### src/hdl/lim_mem_pkg.sv
package lim_mem_pkg;

    // ==============================
    // word geometry
    // ==============================
    localparam int DATA_W     = 32;  // word width
    localparam int BE_W       = 4;   // byte lanes per word
    localparam int BYTE_OFS_W = 2;   // byte offset bits in an address

    // one byte per lane
    localparam int LANE_W = DATA_W / BE_W;

endpackage

### src/hdl/lim_op_pkg.sv
package lim_op_pkg;

    // ==============================
    // funct cell layout
    // ==============================
    localparam int OP_W   = 8;   // opcode field, bits 7:0
    localparam int SIZE_W = 24;  // range size in words, bits 31:8

    // ==============================
    // opcodes
    // ==============================
    typedef enum logic [OP_W-1:0] {
        OP_NONE = 8'h00,  // plain memory
        OP_AND  = 8'h01,
        OP_OR   = 8'h02,
        OP_XOR  = 8'h03,
        OP_NAND = 8'h04,
        OP_NOR  = 8'h05,
        OP_XNOR = 8'h06,
        OP_MAX  = 8'h07,  // bit-serial unsigned max search
        OP_MIN  = 8'h08   // bit-serial unsigned min search
    } lim_op_e;

endpackage

### src/hdl/lim_range_decoder.sv
module lim_range_decoder #(
    parameter int ADDR_WIDTH = 8,
    localparam int WORD_AW = ADDR_WIDTH - lim_mem_pkg::BYTE_OFS_W,
    localparam int DEPTH = 2**WORD_AW
) (
    input  logic [WORD_AW-1:0]            start_word_i,
    input  logic [lim_op_pkg::SIZE_W-1:0] size_i,
    input  logic [lim_mem_pkg::BE_W-1:0]  be_i,
    output logic [DEPTH-1:0]              word_en_o,
    output logic [lim_mem_pkg::BE_W-1:0]  lane_en_o
);

    logic ranged;

    assign ranged = (size_i >= lim_op_pkg::SIZE_W'(2));

    always_comb begin
        for (int i = 0; i < DEPTH; i++) begin
            if (ranged) begin
                // words past the last row simply do not exist
                word_en_o[i] = (i >= int'(start_word_i)) &&
                               ((i - int'(start_word_i)) < int'(size_i));
            end else begin
                word_en_o[i] = (i == int'(start_word_i));
            end
        end
    end

    assign lane_en_o = ranged ? {lim_mem_pkg::BE_W{1'b1}} : be_i;  // ranges are word wide

endmodule

### config.mk
export PLATFORM = sky130hd
export DESIGN_NAME = lim_range_decoder
export DESIGN_NICKNAME = d
export VERILOG_FILES = /design/src/hdl/lim_mem_pkg.sv /design/src/hdl/lim_op_pkg.sv /design/src/hdl/lim_range_decoder.sv
export SDC_FILE = /design/constraint.sdc
export NUM_CORES = 1
export LEC_CHECK = 0
export CORE_AREA = 2 2 221 223
export DETAILED_ROUTE_END_ITERATION = 10
export DIE_AREA = 0 0 223 225
export DONT_BUFFER_PORTS = 1
export PLACE_DENSITY = 0.78
export SLEW_MARGIN = 0
export SYNTH_ARGS = -nofsm -noshare
export SYNTH_HDL_FRONTEND = slang
export SYNTH_SLANG_ARGS = --single-unit
### constraint.sdc
create_clock -name vclk -period 6.5
set_clock_uncertainty 0.15 [all_clocks]
set_input_delay 0.65 -clock vclk [all_inputs]
set_output_delay 0.65 -clock vclk [all_outputs]
set_load 0.03 [all_outputs]
# After elaboration in Yosys (flattened, before gate mapping)

Cells that the tools add are included.

Output and inout port bits: 68
Logic and storage cells: 384
Flip-flop bits (word level): 0
Bits of input ports: 34

Reductions and logical operators: 64
Eq/ne operators: 63
Order comparisons: 128
$add $sub $neg: 64
Multiplexer cells: 65

Operator list:

| kind                                                                                  | count |
|---|---|
| 7-bit by 25-bit < comparator with 1-bit output                                        | 64 |
| 6-bit by 6-bit subtractor with 7-bit output (first input constant)                    | 32 |
| 6-bit == test (first input constant)                                                  | 32 |
| 6-bit greater-or-equal comparator (first input constant)                              | 31 |
| 5-bit by 6-bit subtractor with 7-bit output (first input constant)                    | 16 |
| 5-bit by 6-bit == test with 1-bit output (first input constant)                       | 16 |
| 5-bit by 6-bit greater-or-equal comparator with 1-bit output (first input constant)   | 16 |
| 1-bit two-way mux                                                                     | 64 |
| 1-bit logical AND                                                                     | 63 |
| 4-bit by 6-bit subtractor with 7-bit output (first input constant)                    | 8 |
| 4-bit by 6-bit == test with 1-bit output (first input constant)                       | 8 |
| 4-bit by 6-bit greater-or-equal comparator with 1-bit output (first input constant)   | 8 |
| 3-bit by 6-bit subtractor with 7-bit output (first input constant)                    | 4 |
| 3-bit by 6-bit == test with 1-bit output (first input constant)                       | 4 |
| 24-bit by 2-bit greater-or-equal comparator with 1-bit output (second input constant) | 1 |
| 3-bit by 6-bit greater-or-equal comparator with 1-bit output (first input constant)   | 4 |
| 1-bit by 6-bit subtractor with 7-bit output (first input constant)                    | 2 |
| 2-bit by 6-bit subtractor with 7-bit output (first input constant)                    | 2 |
| 2-bit by 6-bit == test with 1-bit output (first input constant)                       | 2 |
| 1-bit by 6-bit greater-or-equal comparator with 1-bit output (first input constant)   | 2 |
| 2-bit by 6-bit greater-or-equal comparator with 1-bit output (first input constant)   | 2 |
| 1-bit by 6-bit == test with 1-bit output (first input constant)                       | 1 |
| 6-bit logical NOT                                                                     | 1 |
| 4-bit two-way mux                                                                     | 1 |

# Depth between registers and ports, before layout

Depth in word-level cells: 4
Mapped depth: 17
Depth with buffers taken out: 15

# Worst setup path after synthesis

OpenSTA, ideal clock, no wires.

Kind: input -> output
From: input port start_word_i[5]
To: output port word_en_o[25]
Required time: 5.700 ns
Buffers on the path: 3
Data arrival time: 5.724 ns
Slack: -0.024 ns
Stages on the path: 15
Path through: clkbuf_1 > inv_1 > clkbuf_1 > buf_1 > ha_1 > a21oi_1 > a21boi_0 > ha_1 > a21o_1 > a21o_1 > a211oi_1 > o31ai_1 > a21oi_1 > o21bai_1 > a21oi_1

Cells in the longest elaborated chain, start to end: 4
Elaborated cells on any way between the ends: 6
Those cells by class: add/sub: 1; order compare: 2; eq/ne: 1; mux: 1; reduce/logical: 1

RTL lines:

| element                                        | line                    | RTL |
|---|---|---|
| start: declaration                             | lim_range_decoder.sv:6  | `input logic [WORD_AW-1:0] start_word_i,` |
| 5-bit by 6-bit subtractor with 7-bit output    | lim_range_decoder.sv:22 | `((i - int'(start_word_i)) < int'(size_i));` |
| 7-bit by 25-bit < comparator with 1-bit output | lim_range_decoder.sv:22 |  |
| 1-bit logical AND                              | lim_range_decoder.sv:21 | `word_en_o[i] = (i >= int'(start_word_i)) &&` |
| 1-bit two-way mux (*)                          | lim_range_decoder.sv:19 | `if (ranged) begin` |
| end: declaration                               | lim_range_decoder.sv:9  | `output logic [DEPTH-1:0] word_en_o,` |

Mark *: on every way between the ends. The rest lies on a longest branch, timed or not.

# Final worst setup path

From: input port start_word_i[3]
To: output port word_en_o[38]

Cells in the longest elaborated chain, start to end: 4
Elaborated cells on any way between the ends: 6
Those cells by class: add/sub: 1; order compare: 2; eq/ne: 1; mux: 1; reduce/logical: 1

RTL lines:

| element                                        | line |
|---|---|
| 6-bit by 6-bit subtractor with 7-bit output    | lim_range_decoder.sv:22 |
| 7-bit by 25-bit < comparator with 1-bit output | lim_range_decoder.sv:22 |
| 1-bit logical AND                              | lim_range_decoder.sv:21 |
| 1-bit two-way mux (*)                          | lim_range_decoder.sv:19 |

Marks and branches as above.

==> run summary <==
Worst EP required - 5.70 ns
GRT Overall Usage - 0.370
Worst min-delay path startpoint - be_i[1]
Post-CTS Setup Bufs - 0
Leading area contributor after synthesis - ha_1
Post-synthesis mux area share - 0
Worst path top cell family by delay - compound AO/OA/AOI/OAI gates
Synth warn - 0
DR vias - 28,900
Hold depth - 1
VDD IR max - 0.0594 mV
Initial core utilization - 0.595
Setup TNS - 0 ns
Pleak - 15.2 nW
Syn nets - 4,704
Hold slack - 1.42 ns
Sequential cell count - 0
Buf+Inv Stages, Crit Path - 1
Seq/Total Area, Yosys - 0
N_diodes - 0
Pin count of the biggest net entering global routing - 71
Top-count cell post-synth - ha_1
First-pass GRT wire length - 150,000 um
Clock buffers - 0
Number of I/O pins - 102
RSZ-0062 raised after global routing - no
Crit path DAT - 4.75 ns
Gr busiest metal - met2
Area grow syn2layout - 5.26%
Hold Path Class - in2out
Final hold violation count - 0
Slew Limit Fails - 0
Synth Instances - 3,492
Grt ovf - 0
Slew HR - 0.125
Synth area leaders - ha_1 52%, a21oi_1 6.5%, a21o_1 6.3%, o21ai_0 4.4%, nand4_1 3.1%
Unique masters post-synth - 79
Crit Path Class - in2out
Synthesized cell area - 28,300 um^2
Post-synth top area share - 0.521
Synth Area in Simple Gates - 0.146
Period utilization - 0.854
Antenna-violating nets left - 0
Avg Cell Area, Syn - 8.10 um^2
Max-cap violation count - 0
Fin crit period - 5.55 ns
M1 GR Usage - 0.469
GRT met2 Usage - 0.602
# fillers - 4,210
Hold path endpoint - lane_en_o[1]
Cts-stage hold buffer count - 0
Status - complete, no violations
Worst setup SP type - input pin
RePlAce Congestion - 1.07
Worst-Margin Slew - 1.30 ns
Final #Nets - 4,765
Die width - 223 um
Compound-gate portion of the synthesized area - 0.287
Largest family of logic cells by synthesized area - adder cells
Layout cells sized above 1 - 0.0482
Number of port buffers - 0
Critical Path Sink Type - primary output
Seq. cell area - 0 um^2
Crit Path Max Fanout - 20
Die Y-Extent - 225 um
Core Area - 47,500 um^2
Initial antenna violation count - 2
Post-Synth XOR/XNOR Area - 0.0152
Die Area - 50,200 um^2
Met3 usage - 0.0678
Final setup fails - 0
CTS-repair resized insts - 0
Vias/cell - 6.93
Crit-path slowest cell - o21a_1
Drt pass-1 iters - 6
Commonest cells post-synth - 1,178 x ha_1, 366 x a21oi_1, 249 x o21ai_0
Routed len/inst - 22.9 um
DRT Wirelength - 95,500 um
CP cell instances - clkinv_1 > ha_1 > a21oi_1 > o21a_1 > ha_1 > a21o_1 > a21o_1 > a221o_1 > a31oi_1 > o311ai_0 > a21oi_1 > o31a_1
Max incr delay on CP - 0.72 ns
Max Clk Rate - 0.180 GHz
DR DRC count - 0
Vias in the first global route - 27,400
Initial DRC Count - 2,395
P per Cell Area - 77.5 nW/um^2
# rows - 80
Dpl hpwl - 70,000 um
Adder-Cell Fraction of Synth Area - 0.521
[layout make-up]
type	instances	area [um^2]	share of cell area
multi-input cells	3284	27400	0.922
repair buffers	130	1010	0.0341
well taps	615	769	0.0259
inverters	137	531	0.0178
[worst max path at each step]
stage,startpoint,endpoint,slack (ns),cells past startpoint
2_1_floorplan,start_word_i[5],word_en_o[24],0.14,13
3_3_place_gp,start_word_i[3],word_en_o[38],1.26,12
3_5_place_dp,start_word_i[3],word_en_o[38],1.10,12
4_1_cts,start_word_i[3],word_en_o[38],1.10,12
5_1_grt,start_word_i[3],word_en_o[38],0.81,12
6_report,start_word_i[3],word_en_o[38],0.95,12
[layout by cell type (no fill, tap or decap), types with 14 or more instances in the layout]
cell          n
ha_1       1178
a21oi_1     366
o21ai_0     248
a21o_1      237
nand2_1     181
nand4_1     139
nor2_1      134
buf_4       127
inv_1       116
nand3_1      82
nor2b_1      68
a31oi_1      55
nor3_1       53
a211oi_1     53
xnor2_1      46
o21a_1       44
a2111oi_0    40
nand2b_1     37
o211ai_1     24
and4_1       20
o2111ai_1    18
nor4_1       16
a41oi_1      16
and3_1       15
a211o_1      15
o21bai_1     14
[per-layer routing]
metal,wire [um],up-vias,share of wire
met5,13,-,0.00014
met4,5560,2,0.058
met3,9070,338,0.095
met2,40500,1224,0.42
met1,40300,13400,0.42
li1,-,14000,-
[cell families (layout without fill, tap and decap cells)]
group	count (synthesis)	count (layout)
AND/OR/NAND/NOR	798	798
adder cells (fa/ha/maj)	1178	1178
AO/OA/AOI/OAI	1259	1259
XOR/XNOR	49	49
buffers and inverters	208	267
[power by group]
group	leakage [nW]	switching (mW)	internal, mW
Sequential	0	0	0
Clock	0	0	0
Combinational	15.2	1.41	0.895
Total	15.2	1.41	0.895
[per-stage QoR]
stage / util / power (mW) / std cells / setup WS (ns) / cell area [um^2]
after floorplan: - / 1.62 / 3492 / 0.144 / 28300
after global placement: 0.626 / 2.17 / 4166 / 1.26 / 29800
after detailed placement: 0.626 / 2.25 / 4166 / 1.10 / 29800
after CTS: 0.626 / 2.26 / 4166 / 1.10 / 29800
after global routing: 0.626 / 2.60 / 4166 / 0.806 / 29800
final: 0.626 / 2.31 / 4166 / 0.950 / 29800
Note: power is estimated with default switching activity, not from simulation.
