## config.mk

```make
export PLATFORM = sky130hd
export DESIGN_NAME = lim_port_ctrl
export DESIGN_NICKNAME = d
export VERILOG_FILES = /design/src/hdl/lim_mem_pkg.sv /design/src/hdl/lim_op_pkg.sv /design/src/hdl/lim_port_ctrl.sv
export SDC_FILE = /design/constraint.sdc
export NUM_CORES = 1
export LEC_CHECK = 0
export ABC_AREA = 1
export BUFFER_PORTS_ARGS = -buffer_cell sky130_fd_sc_hd__buf_2
export CAP_MARGIN = 20
export CORE_UTILIZATION = 35
export CTS_CLUSTER_DIAMETER = 50
export CTS_CLUSTER_SIZE = 12
export DETAILED_ROUTE_END_ITERATION = 7
export HOLD_SLACK_MARGIN = 0.03
export PLACE_DENSITY_LB_ADDON = 0.1
export SLEW_MARGIN = 20
export SYNTH_ARGS = -nofsm -noshare
export SYNTH_HDL_FRONTEND = slang
export SYNTH_SLANG_ARGS = --single-unit
```

## constraint.sdc

```tcl
create_clock -name clk_i -period 1.4 [get_ports clk_i]
set_clock_uncertainty 0.15 [all_clocks]
set_input_delay 0.07 -clock clk_i [delete_from_list [all_inputs] [get_ports clk_i]]
set_output_delay 0.07 -clock clk_i [all_outputs]
set_load 0.02 [all_outputs]
```

## src/hdl/lim_mem_pkg.sv

```systemverilog
package lim_mem_pkg;

    // ==============================
    // word geometry
    // ==============================
    localparam int DATA_W     = 32;  // word width
    localparam int BE_W       = 4;   // byte lanes per word
    localparam int BYTE_OFS_W = 2;   // byte offset bits in an address

    // one byte per lane
    localparam int LANE_W = DATA_W / BE_W;

endpackage

```

## src/hdl/lim_op_pkg.sv

```systemverilog
package lim_op_pkg;

    // ==============================
    // funct cell layout
    // ==============================
    localparam int OP_W   = 8;   // opcode field, bits 7:0
    localparam int SIZE_W = 24;  // range size in words, bits 31:8

    // ==============================
    // opcodes
    // ==============================
    typedef enum logic [OP_W-1:0] {
        OP_NONE = 8'h00,  // plain memory
        OP_AND  = 8'h01,
        OP_OR   = 8'h02,
        OP_XOR  = 8'h03,
        OP_NAND = 8'h04,
        OP_NOR  = 8'h05,
        OP_XNOR = 8'h06,
        OP_MAX  = 8'h07,  // bit-serial unsigned max search
        OP_MIN  = 8'h08   // bit-serial unsigned min search
    } lim_op_e;

endpackage

```

## src/hdl/lim_port_ctrl.sv

```systemverilog
module lim_port_ctrl #(
    parameter int ADDR_WIDTH = 8,
    localparam int WORD_AW = ADDR_WIDTH - lim_mem_pkg::BYTE_OFS_W,
    localparam int FUNCT_WORD = 2**WORD_AW - 1
) (
    input  logic                              clk_i,
    input  logic                              rst_ni,
    input  logic                              req_b_i,
    input  logic [ADDR_WIDTH-1:0]             addr_b_i,
    input  logic                              we_b_i,
    input  logic [lim_mem_pkg::BE_W-1:0]      be_b_i,
    input  logic [lim_mem_pkg::DATA_W-1:0]    wdata_b_i,
    input  logic [lim_mem_pkg::DATA_W-1:0]    rd_data_i,
    input  logic [lim_mem_pkg::DATA_W-1:0]    result_data_i,
    output logic                              gnt_b_o,
    output logic                              rvalid_b_o,
    output logic [lim_mem_pkg::DATA_W-1:0]    rdata_b_o,
    output logic [WORD_AW-1:0]                start_word_o,
    output logic [lim_op_pkg::SIZE_W-1:0]     size_o,
    output logic [lim_mem_pkg::BE_W-1:0]      be_o,
    output logic                              wr_o,
    output logic                              rd_o,
    output lim_op_pkg::lim_op_e               op_o,
    output logic [lim_mem_pkg::DATA_W-1:0]    mask_o,
    output logic                              search_start_o,
    output logic                              search_step_o
);

    logic [lim_mem_pkg::DATA_W-1:0] funct_q;      // opcode and range size
    lim_op_pkg::lim_op_e            opcode;
    logic [lim_op_pkg::SIZE_W-1:0]  funct_size;
    logic [WORD_AW-1:0]             req_word;
    logic                           is_funct;     // access hits the funct cell
    logic                           bitwise_op;
    logic                           search_op;
    logic                           range_ok;
    logic                           accept;
    logic                           search_go;
    logic                           busy_q;       // search in progress
    logic [lim_mem_pkg::DATA_W-1:0] bit_q;        // one-hot search bit
    logic                           rvalid_q;
    logic                           resp_search_q;

    // ==============================
    // request decode
    // ==============================
    assign opcode     = lim_op_pkg::lim_op_e'(funct_q[lim_op_pkg::OP_W-1:0]);
    assign funct_size = funct_q[lim_op_pkg::OP_W +: lim_op_pkg::SIZE_W];
    assign req_word   = addr_b_i[ADDR_WIDTH-1:lim_mem_pkg::BYTE_OFS_W];
    assign is_funct   = (req_word == WORD_AW'(FUNCT_WORD));
    assign accept     = req_b_i & gnt_b_o;
    assign search_go  = accept & ~we_b_i & ~is_funct & search_op;

    always_comb begin
        bitwise_op = 1'b0;
        search_op  = 1'b0;
        case (opcode)
            lim_op_pkg::OP_AND, lim_op_pkg::OP_OR, lim_op_pkg::OP_XOR,
            lim_op_pkg::OP_NAND, lim_op_pkg::OP_NOR, lim_op_pkg::OP_XNOR: begin
                bitwise_op = 1'b1;
            end
            lim_op_pkg::OP_MAX, lim_op_pkg::OP_MIN: begin
                search_op = 1'b1;
            end
            default: begin
                bitwise_op = 1'b0;
            end
        endcase
    end

    // only ranged writes and searches look at the programmed size
    assign range_ok = (search_op & ~we_b_i) | (bitwise_op & we_b_i);

    always_comb begin
        op_o = opcode;
        if (!busy_q && (is_funct || (we_b_i && search_op))) begin
            op_o = lim_op_pkg::OP_NONE;  // funct access and search-mode writes are plain
        end
    end

    assign start_word_o   = req_word;
    assign size_o         = range_ok ? funct_size : {{(lim_op_pkg::SIZE_W-1){1'b0}}, 1'b1};
    assign be_o           = be_b_i;
    assign wr_o           = accept & we_b_i & ~is_funct;
    assign rd_o           = accept & ~we_b_i & ~is_funct & ~search_op;
    assign mask_o         = busy_q ? bit_q : wdata_b_i;
    assign search_start_o = search_go;
    assign search_step_o  = busy_q;

    // ==============================
    // funct cell and search sequencing
    // ==============================
    always_ff @(posedge clk_i or negedge rst_ni) begin
        if (!rst_ni) begin
            funct_q       <= '0;
            busy_q        <= 1'b0;
            bit_q         <= '0;
            rvalid_q      <= 1'b0;
            resp_search_q <= 1'b0;
        end else begin
            if (accept && we_b_i && is_funct) begin
                funct_q <= wdata_b_i;
            end
            if (search_go) begin
                busy_q <= 1'b1;
                bit_q  <= {1'b1, {(lim_mem_pkg::DATA_W-1){1'b0}}};  // start at the MSB
            end else if (busy_q) begin
                bit_q <= bit_q >> 1;
                if (bit_q[0]) begin
                    busy_q <= 1'b0;  // last bit evaluated
                end
            end
            rvalid_q      <= (accept & ~search_go) | (busy_q & bit_q[0]);
            resp_search_q <= busy_q & bit_q[0];
        end
    end

    assign gnt_b_o    = ~busy_q;
    assign rvalid_b_o = rvalid_q;
    assign rdata_b_o  = resp_search_q ? result_data_i : rd_data_i;

endmodule

```

## After elaboration in Yosys (flattened, before gate mapping)

Index checks and enable logic that the tools add are counted.

- Register bits: 67
- Bits in latches: 0
- RAM bits: 0
- ROM bits: 0
- Input bits: 112
- Output and inout port bits: 112
- Word-level logic and storage cells: 52
- Memories: 0

- Add/sub/neg operators: 0
- Multipliers: 0
- Div/mod/pow operators: 0
- Magnitude comparators: 0
- Equality and inequality tests: 9
- Shift-type cells: 0
- Muxes and demuxes: 11
- Bitwise operators: 18
- Reduce and logical (&&, ||, !) cells: 9

Operators with widths:

| kind | count |
|---|---|
| two-way mux 32 bit | 4 |
| == test 8 x 3 -> 1 bit (second input constant) | 4 |
| two-way mux 24 bit | 1 |
| == test 8 x 2 -> 1 bit (second input constant) | 2 |
| AND 1 bit | 11 |
| == test 8 x 1 -> 1 bit (second input constant) | 1 |
| == test 8 x 4 -> 1 bit (second input constant) | 1 |
| two-way mux 8 bit | 1 |
| == test 6 bit (second input constant) | 1 |
| OR reduction 6 bit | 1 |
| two-way mux 1 bit | 5 |
| NOT 1 bit | 5 |
| logical AND 1 bit | 4 |
| bitwise OR 1 bit | 2 |
| nonzero test 2 bit | 1 |
| OR reduction 2 bit | 1 |
| zero test 1 bit | 1 |
| logical OR 1 bit | 1 |

## Logic depth before layout (Yosys ltp)

Gate-level depths: netlist of the first run.

- Depth after elaboration: 8
- Mapped depth: 9

## Least setup slack after synthesis of the first run

OpenSTA, ideal clock, no wires.

- Path kind: reg2out
- Start point: register busy_q (netlist: search_step_o)
- End point: output op_o[0]
- Data arrival time: 1.492 ns
- Data required time: 1.180 ns
- Path slack: -0.312 ns
- Stages on the path, launching flop included: 5
- Path through: dfrtp_1 > buf_6 > clkinv_1 > clkbuf_1 > a21oi_1

- Cells in the longest elaborated chain, start to end: 3

RTL lines:

| what | line | RTL |
|---|---|---|
| from (decl) | lim_port_ctrl.sv:39 | `logic busy_q;` |
| from (signal assigned) | lim_port_ctrl.sv:96 | `busy_q <= 1'b0;` |
| from (signal assigned) | lim_port_ctrl.sv:105 | `busy_q <= 1'b1;` |
| from (signal assigned) | lim_port_ctrl.sv:110 | `busy_q <= 1'b0;` |
| zero test 1 bit | lim_port_ctrl.sv:76 | `if (!busy_q && (is_funct \|\| (we_b_i && search_op))) begin` |
| logical AND 1 bit | lim_port_ctrl.sv:76 |  |
| two-way mux 8 bit | lim_port_ctrl.sv:76 |  |
| to (decl) | lim_port_ctrl.sv:23 | `output lim_op_pkg::lim_op_e op_o,` |

Every way passes these cells.

## Worst setup path in the final report of the first run

- Start point: register funct_q[2] (netlist bit)
- End point: output size_o[6] (netlist bit)

- Cells in the longest elaborated chain, start to end: 6
- Elaborated cells between the ends (all ways): 16

RTL lines:

| what | line | RTL |
|---|---|---|
| from (decl) | lim_port_ctrl.sv:29 | `logic [lim_mem_pkg::DATA_W-1:0] funct_q;` |
| from (signal assigned) | lim_port_ctrl.sv:102 | `funct_q <= wdata_b_i;` |
| == test 8 x 1 -> 1 bit, or another cell as far along | lim_port_ctrl.sv:57 | `case (opcode)` |
| OR reduction 6 bit or OR reduction 2 bit (tied branches) | lim_port_ctrl.sv:57 |  |
| two-way mux 1 bit | lim_port_ctrl.sv:57 |  |
| AND 1 bit | lim_port_ctrl.sv:72 | `assign range_ok = (search_op & ~we_b_i) \| (bitwise_op & we_b_i);` |
| bitwise OR 1 bit * | lim_port_ctrl.sv:72 |  |
| two-way mux 24 bit * | lim_port_ctrl.sv:82 | `assign size_o = range_ok ? funct_size : {{(lim_op_pkg::SIZE_W-1){1'b0}}, 1'b1};` |
| to (decl) | lim_port_ctrl.sv:19 | `output logic [lim_op_pkg::SIZE_W-1:0] size_o,` |

Every way passes the cells marked *; elsewhere a longest branch is shown, timed or not.

==> flow_summary.ini, run 1 <==
[sta]
timing_worst_slew_pin_value_ns = 0.254
final_period_minus_worst_setup_slack_ns = 2.03
layout_setup_ws_ns = -0.634
report.final.slew_viol_count = 0
max_freq_mhz = 492
relSlewSlack_pct = 83.1
count_of_final_hold_check_violations = 0
rsz0062_at_grt = true
setup_viol = 168
final_period_utilization_pct = 145

[power_and_ir_drop]
power_frac_clock_pct = 30.3
power.static_leakage_nw = 4.29
report.power.total_w = 0.00980
sequentialPowerShare_pct = 32.1
total_switching_power_w = 0.00337
vdd_ir_drop_max_uv = 746
switching_fraction_pct = 34.4
power.density_cell_area_nw_per_um2 = 1100
power_report.internal_total_w = 0.00643
comb_power_share_pct = 37.6

[cells_and_area]
final_core_utilization_pct = 81.1
final_layout_size_suffix_gt1_share_pct = 72.6
area_delta_synth_final_pct = 122
layout.nets = 898
fin_cells = 931
antenna_cells_inserted = 0

[drt]
route.vias.total = 4530
viasPerCell = 4.87
firstDrtPassIters = 5
route.antenna.remaining_nets = 0
drc = 0
detail_route.iter0.violations = 131
wire_per_inst_um = 17.8
wl_um = 16600

[worst_setup_path]
worstPathRequired_ns = 1.18
cp_num_buf_inv = 3
critical_path.reg2reg.endpoint = bit_q[9]
worstPathArrival_ns = 1.81
endpoint = size_o[6]
critical_path.max_stage_delay_ns = 0.39
critPathCaptureType = primary output
worst_setup_path_startpoint = funct_q[2]
worstRegToRegCells = 10
crit_fanout = 6
r2r_slack_ns = -0.45
cp_slowest_cell = dfrtp_1
cp_top_family = simple AND/OR/NAND/NOR gates
setup.worst_path.start_class = register
worst-setup-path-type = reg -> out
cp_num_cells = 8
crit_chain = inv_2 > nor2_4 > nand2_2 > nand3_4 > nand3_4 > buf_12 > nor2_4 > buf_6
regToRegStartpoint = funct_q[3]

[placed_design]
detailedPlace.worstSlack_ns = -0.245
placement.io_buffers = 213
place.detailed.hpwl_um = 8750
gp_congestion = 0.802
placed_cells_incl_taps = 819

[status]
violations = setup timing
result_of_the_run = complete, but fails checks

[synthesis]
seq_area_frac_synth_pct = 41.7
ys_ff_latch = 67
synthTopCellsByCount = 112 x nand2_1, 70 x inv_1, 67 x dfrtp_1
netlist_instances = 465
post-synth-top-area-fraction_pct = 41.7
ys.flop_type = dfrtp_1
syn-num-nets = 577
synth-edff-count = 0
synth_area_leader_cell = dfrtp_1
synth.distinct_cells = 27
synthesis.area_um2 = 4030
yosysWarningCount = 0
count_leader_synth = nand2_1
synth_area_leaders = dfrtp_1 42%, nand2_1 10%, mux2_2 8.4%, o21ai_2 7.0%, inv_1 6.5%
async_set_reset_flop_share_out_of_synthesis_pct = 100
synth_area_per_cell_um2 = 8.66

[die]
io-pin-count = 224
placement_rows = 38
die-area_um2 = 11900
design.core.area_um2 = 11000
dieWidth_um = 109
initial_core_util_pct = 36.5
fp.dieH_um = 109

[grt]
first_global_vias = 4586
pin_count_of_the_biggest_net_entering_global_routing = 41
grt_remaining_overflow = 0
grt_antenna_before_repair = 0
first_pass_grt_wire_length_um = 23000
grtUsageTotal_pct = 25.5

[clocking]
root_buffer = clkbuf_16
cts_max_path_buffers = 2
cts_made_buffers = 9
clock_insertion_delay_worst_skew_ns = 0.33
cts_tree = built
clock_sinks = 67
cts.htree.levels = 3
cts.clk_slew.worst_paths_ns = 0.06

[job]
cap_viol_max_count = 0

[hold_path]
hold_crit_path_type = in -> async
[metal layers]
layer / global-route usage, % / part of all wire, % / vias up / wire, um
met2: 48.0 / 55 / 158 / 9180
met3: 4.42 / 4.4 / 23 / 737
met5: 0 / 0 / - / 0
li1: - / - / 2112 / -
met4: 6.29 / 2.0 / 0 / 325
met1: 29.7 / 38 / 2237 / 6370
[worst min-delay path, stage by stage]
cell           delay (ns)
dlygate4sd3_1        0.53
buf_4                0.14
buf_12               0.19
[flip-flops by register name, indices dropped and copies added, names as in the netlist]
signal         flops
search_step_o      1
bit_q             32
resp_search_q      1
rvalid_b_o         1
funct_q           32
[power groups by stage]
stage / clock (W) / sequential, W / combinational (W)
after floorplan: 0 / 0.00269 / 0.00168
after global placement: 0 / 0.00273 / 0.00232
after detailed placement: 0 / 0.00275 / 0.00237
after CTS: 0.00300 / 0.00299 / 0.00330
after global routing: 0.00308 / 0.00320 / 0.00392
final: 0.00297 / 0.00314 / 0.00369
[final cells by class]
| type | count | area, um^2 |
|---|---|---|
| fillers | 615 | 2080 |
| clock buffers | 9 | 225 |
| inverters | 72 | 278 |
| well taps | 140 | 175 |
| multi-input cells | 290 | 3040 |
| flip-flops and latches | 67 | 1680 |
| repair buffers | 346 | 3390 |
| clock inverters | 7 | 164 |
[cells by family after synthesis]
family                 after synthesis  share of synthesized area (%)
DFF                                 67                           41.7
muxes                               32                           8.95
AOI/OAI and AO/OA                  106                           18.9
buffers and inverters              108                           14.1
and+or+nand+nor                    152                           16.4
[repair_timing]
item	4_1_cts	5_1_grt
endpoints found under the setup margin	146	167
buffers inserted	30	14
pin swaps	31	13
gates resized for setup	333	138
gates cloned	14	3
hold buffers	37	0
hold endpoints to repair	103	0
[per-stage QoR]
step / TNS [ns] / instance area (um^2) / hold WS [ns]
floorplan: -5.55 / 4380 / -0.376
global placement: -6.51 / 5720 / -0.102
detailed placement: -8.69 / 5720 / -0.102
CTS: -48.26 / 8220 / 0.107
global route: -63.79 / 8950 / 0.115
finish: -55.55 / 8950 / 0.0929
[layout by cell type, fill, tap and decap left out, drive strengths merged]
| cell type | Yosys | routed |
|---|---|---|
| buf | 29 | 304 |
| nand2 | 114 | 114 |
| inv | 71 | 72 |
| dfrtp | 67 | 67 |
| o21ai | 66 | 66 |
| a21oi | 40 | 40 |
| dlygate4sd3 | 0 | 37 |
| mux2 | 32 | 32 |
| nor2 | 32 | 32 |
| clkbuf | 7 | 12 |
| bufinv | 0 | 5 |
| nand3 | 4 | 4 |
| bufbuf | 0 | 2 |
| nand4 | 2 | 2 |
| clkinv | 1 | 2 |
[how the worst min path moves through the flow]
stage	slack [ns]	to	from	cells past startpoint
floorplan	-0.38	bit_q[0]	rst_ni	0
global placement	-0.10	funct_q[2]	rst_ni	2
detailed placement	-0.10	funct_q[4]	rst_ni	2
CTS	0.11	funct_q[14]	rst_ni	3
global route	0.11	funct_q[1]	rst_ni	3
finish	0.09	funct_q[2]	rst_ni	3
No activity file was read; power rests on OpenSTA's default activity.
==> run 2: changes to the inputs <==
Settings changed: CTS_BUF_LIST set to sky130_fd_sc_hd__clkbuf_4 sky130_fd_sc_hd__clkbuf_8.
==> run 2 against run 1 <==
Routed wire length up 0.90%. Critical path depth down 1. Setup slack better by 0.016 ns. Largest power group unchanged. Clock-buffer cell count unchanged. Via count down 0.20%. The run still ends with setup timing left.
==> flow_summary.ini, run 2 (synthesized netlist as in run 1, its figures left out) <==
[placed_design]
place.detailed.hpwl_um = 8750
gp_congestion = 0.802
placement.io_buffers = 213
detailed_place.area_um2 = 5720

[grt]
grtUsageTotal_pct = 25.9
grt_remaining_overflow = 0
grt_antenna_before_repair = 1
first_global_vias = 4520
first_pass_grt_wire_length_um = 23100
pin_count_of_the_biggest_net_entering_global_routing = 41

[cells_and_area]
layout_filler_cell_count = 644
multi_input_area_um2 = 3030
final_layout_size_suffix_gt1_share_pct = 73.5
reg.largest.list = bit_q (32), funct_q (32)
most_common_cell_after_layout_fill_and_taps_aside = buf_2
design_area_um2 = 8830
seqCellArea_um2 = 1680
layout.nets = 900
commonest_cells_after_routing_fill_and_taps_aside = 111 x buf_2, 100 x buf_6, 65 x inv_1, 65 x dfrtp_1, 63 x buf_4
area_delta_synth_final_pct = 119

[worst_setup_path]
critPathCaptureType = primary output
r2r_slack_ns = -0.51
worst-setup-path-type = reg -> out
worst_setup_path_startpoint = funct_q[3]
worstRegToRegCells = 11
worstPathArrival_ns = 1.80
worstPathRequired_ns = 1.18
critical_path.reg2reg.endpoint = bit_q[10]
setup.worst_path.start_class = register
regToRegStartpoint = funct_q[3]
crit_fanout = 9

[sta]
relSlewSlack_pct = 83.0
max_freq_mhz = 496
count_of_final_hold_check_violations = 0
layout_setup_ws_ns = -0.618
report.final.slew_viol_count = 0
final_period_utilization_pct = 144
rsz0062_at_grt = true
final_period_minus_worst_setup_slack_ns = 2.02
setup_viol = 167
timing_worst_slew_pin_value_ns = 0.255
hold_slack_ns = 0.0648

[status]
violations = setup timing
result_of_the_run = complete, but fails checks

[clocking]
root_buffer = clkbuf_8
cts.clk_slew.worst_paths_ns = 0.08
clock_insertion_delay_worst_skew_ns = 0.35
cts_made_buffers = 9
cts_tree = built
cts.htree.levels = 3
clock_sinks = 67
cts_max_path_buffers = 2

[drt]
firstDrtPassIters = 4
viasPerCell = 4.84
detail_route.iter0.violations = 187
route.antenna.remaining_nets = 0
route.vias.total = 4521
drc = 0
wire_per_inst_um = 17.9
wl_um = 16800

[job]
cap_viol_max_count = 0

[die]
initial_core_util_pct = 36.5
dieWidth_um = 109
design.core.area_um2 = 11000
placement_rows = 38
die-area_um2 = 11900
fp.dieH_um = 109
io-pin-count = 224

[hold_path]
hold_crit_path_type = in -> async

[power_and_ir_drop]
report.power.total_w = 0.00914
power.density_cell_area_nw_per_um2 = 1040
vdd_ir_drop_max_uv = 738
power.static_leakage_nw = 4.27
-- run 2: changes by cell type in the layout (fill, tap and decap cells not counted), moves of 3 or more --
cell / change
clkbuf_16: -10
nand2_2: +4
buf_4: +3
nand2_4: +4
o21ai_2: +3
clkbuf_8: +9
nand2_1: -6
-- run 2: report_power, final --
group / internal (W) / switching [W]
combinational: 0.00188 / 0.00179
sequential: 0.00244 / 0.000675
clock: 0.00154 / 0.000811
total: 0.00586 / 0.00327
-- run 2: timing repair --
action                                  CTS  global route
endpoints found under the setup margin  147           167
gates cloned                             13             2
hold endpoints to repair                103             0
setup buffers                            30            18
pin swaps                                36            12
hold buffers                             37             0
gates resized for setup                 358           118
-- run 2: routing by layer --
| layer | global-route usage (%) | vias to the layer above | part of all wire, % |
|---|---|---|---|
| li1 | - | 2121 | - |
| met1 | 31.4 | 2199 | 38 |
| met2 | 48.1 | 161 | 54 |
| met3 | 2.51 | 40 | 4.4 |
| met4 | 7.90 | 0 | 2.8 |
| met5 | 0 | - | 0 |
-- run 2: through the flow --
| step | setup slack [ns] | TNS, ns | utilization (%) | cells |
|---|---|---|---|---|
| after floorplan | -0.0972 | -5.55 | - | 465 |
| after global placement | -0.178 | -6.51 | 51.8 | 819 |
| after detailed placement | -0.245 | -8.69 | 51.8 | 819 |
| after CTS | -0.596 | -52.01 | 74.1 | 915 |
| after global routing | -0.691 | -67.59 | 80.0 | 934 |
| final | -0.618 | -58.26 | 80.0 | 934 |
-- run 2: worst max-delay path, cell delays in order, from the launching register on --
cell	delay [ns]
dfrtp_2	0.45
nor2_4	0.18
nand2_2	0.11
nand3_2	0.10
nand3_4	0.15
buf_12	0.21
nor2_2	0.10
buf_6	0.12
-- run 2: area by class of cell --
class	instances	share of cell area, %
Sequential cell	67	19.0
Tap cell	140	1.98
Clock buffer	9	1.40
Antenna cell	1	0.0284
Multi-Input combinational cell	290	34.3
Inverter	72	3.18
Clock inverter	7	1.86
Timing Repair Buffer	348	38.2
-- run 2: worst max-delay path by stage --
stage,to,slack [ns],depth (start not counted)
finish,size_o[2],-0.62,7
CTS,size_o[10],-0.60,7
global route,size_o[23],-0.69,8
detailed placement,size_o[1],-0.24,7
global placement,size_o[1],-0.18,7
floorplan,mask_o[21],-0.1,3
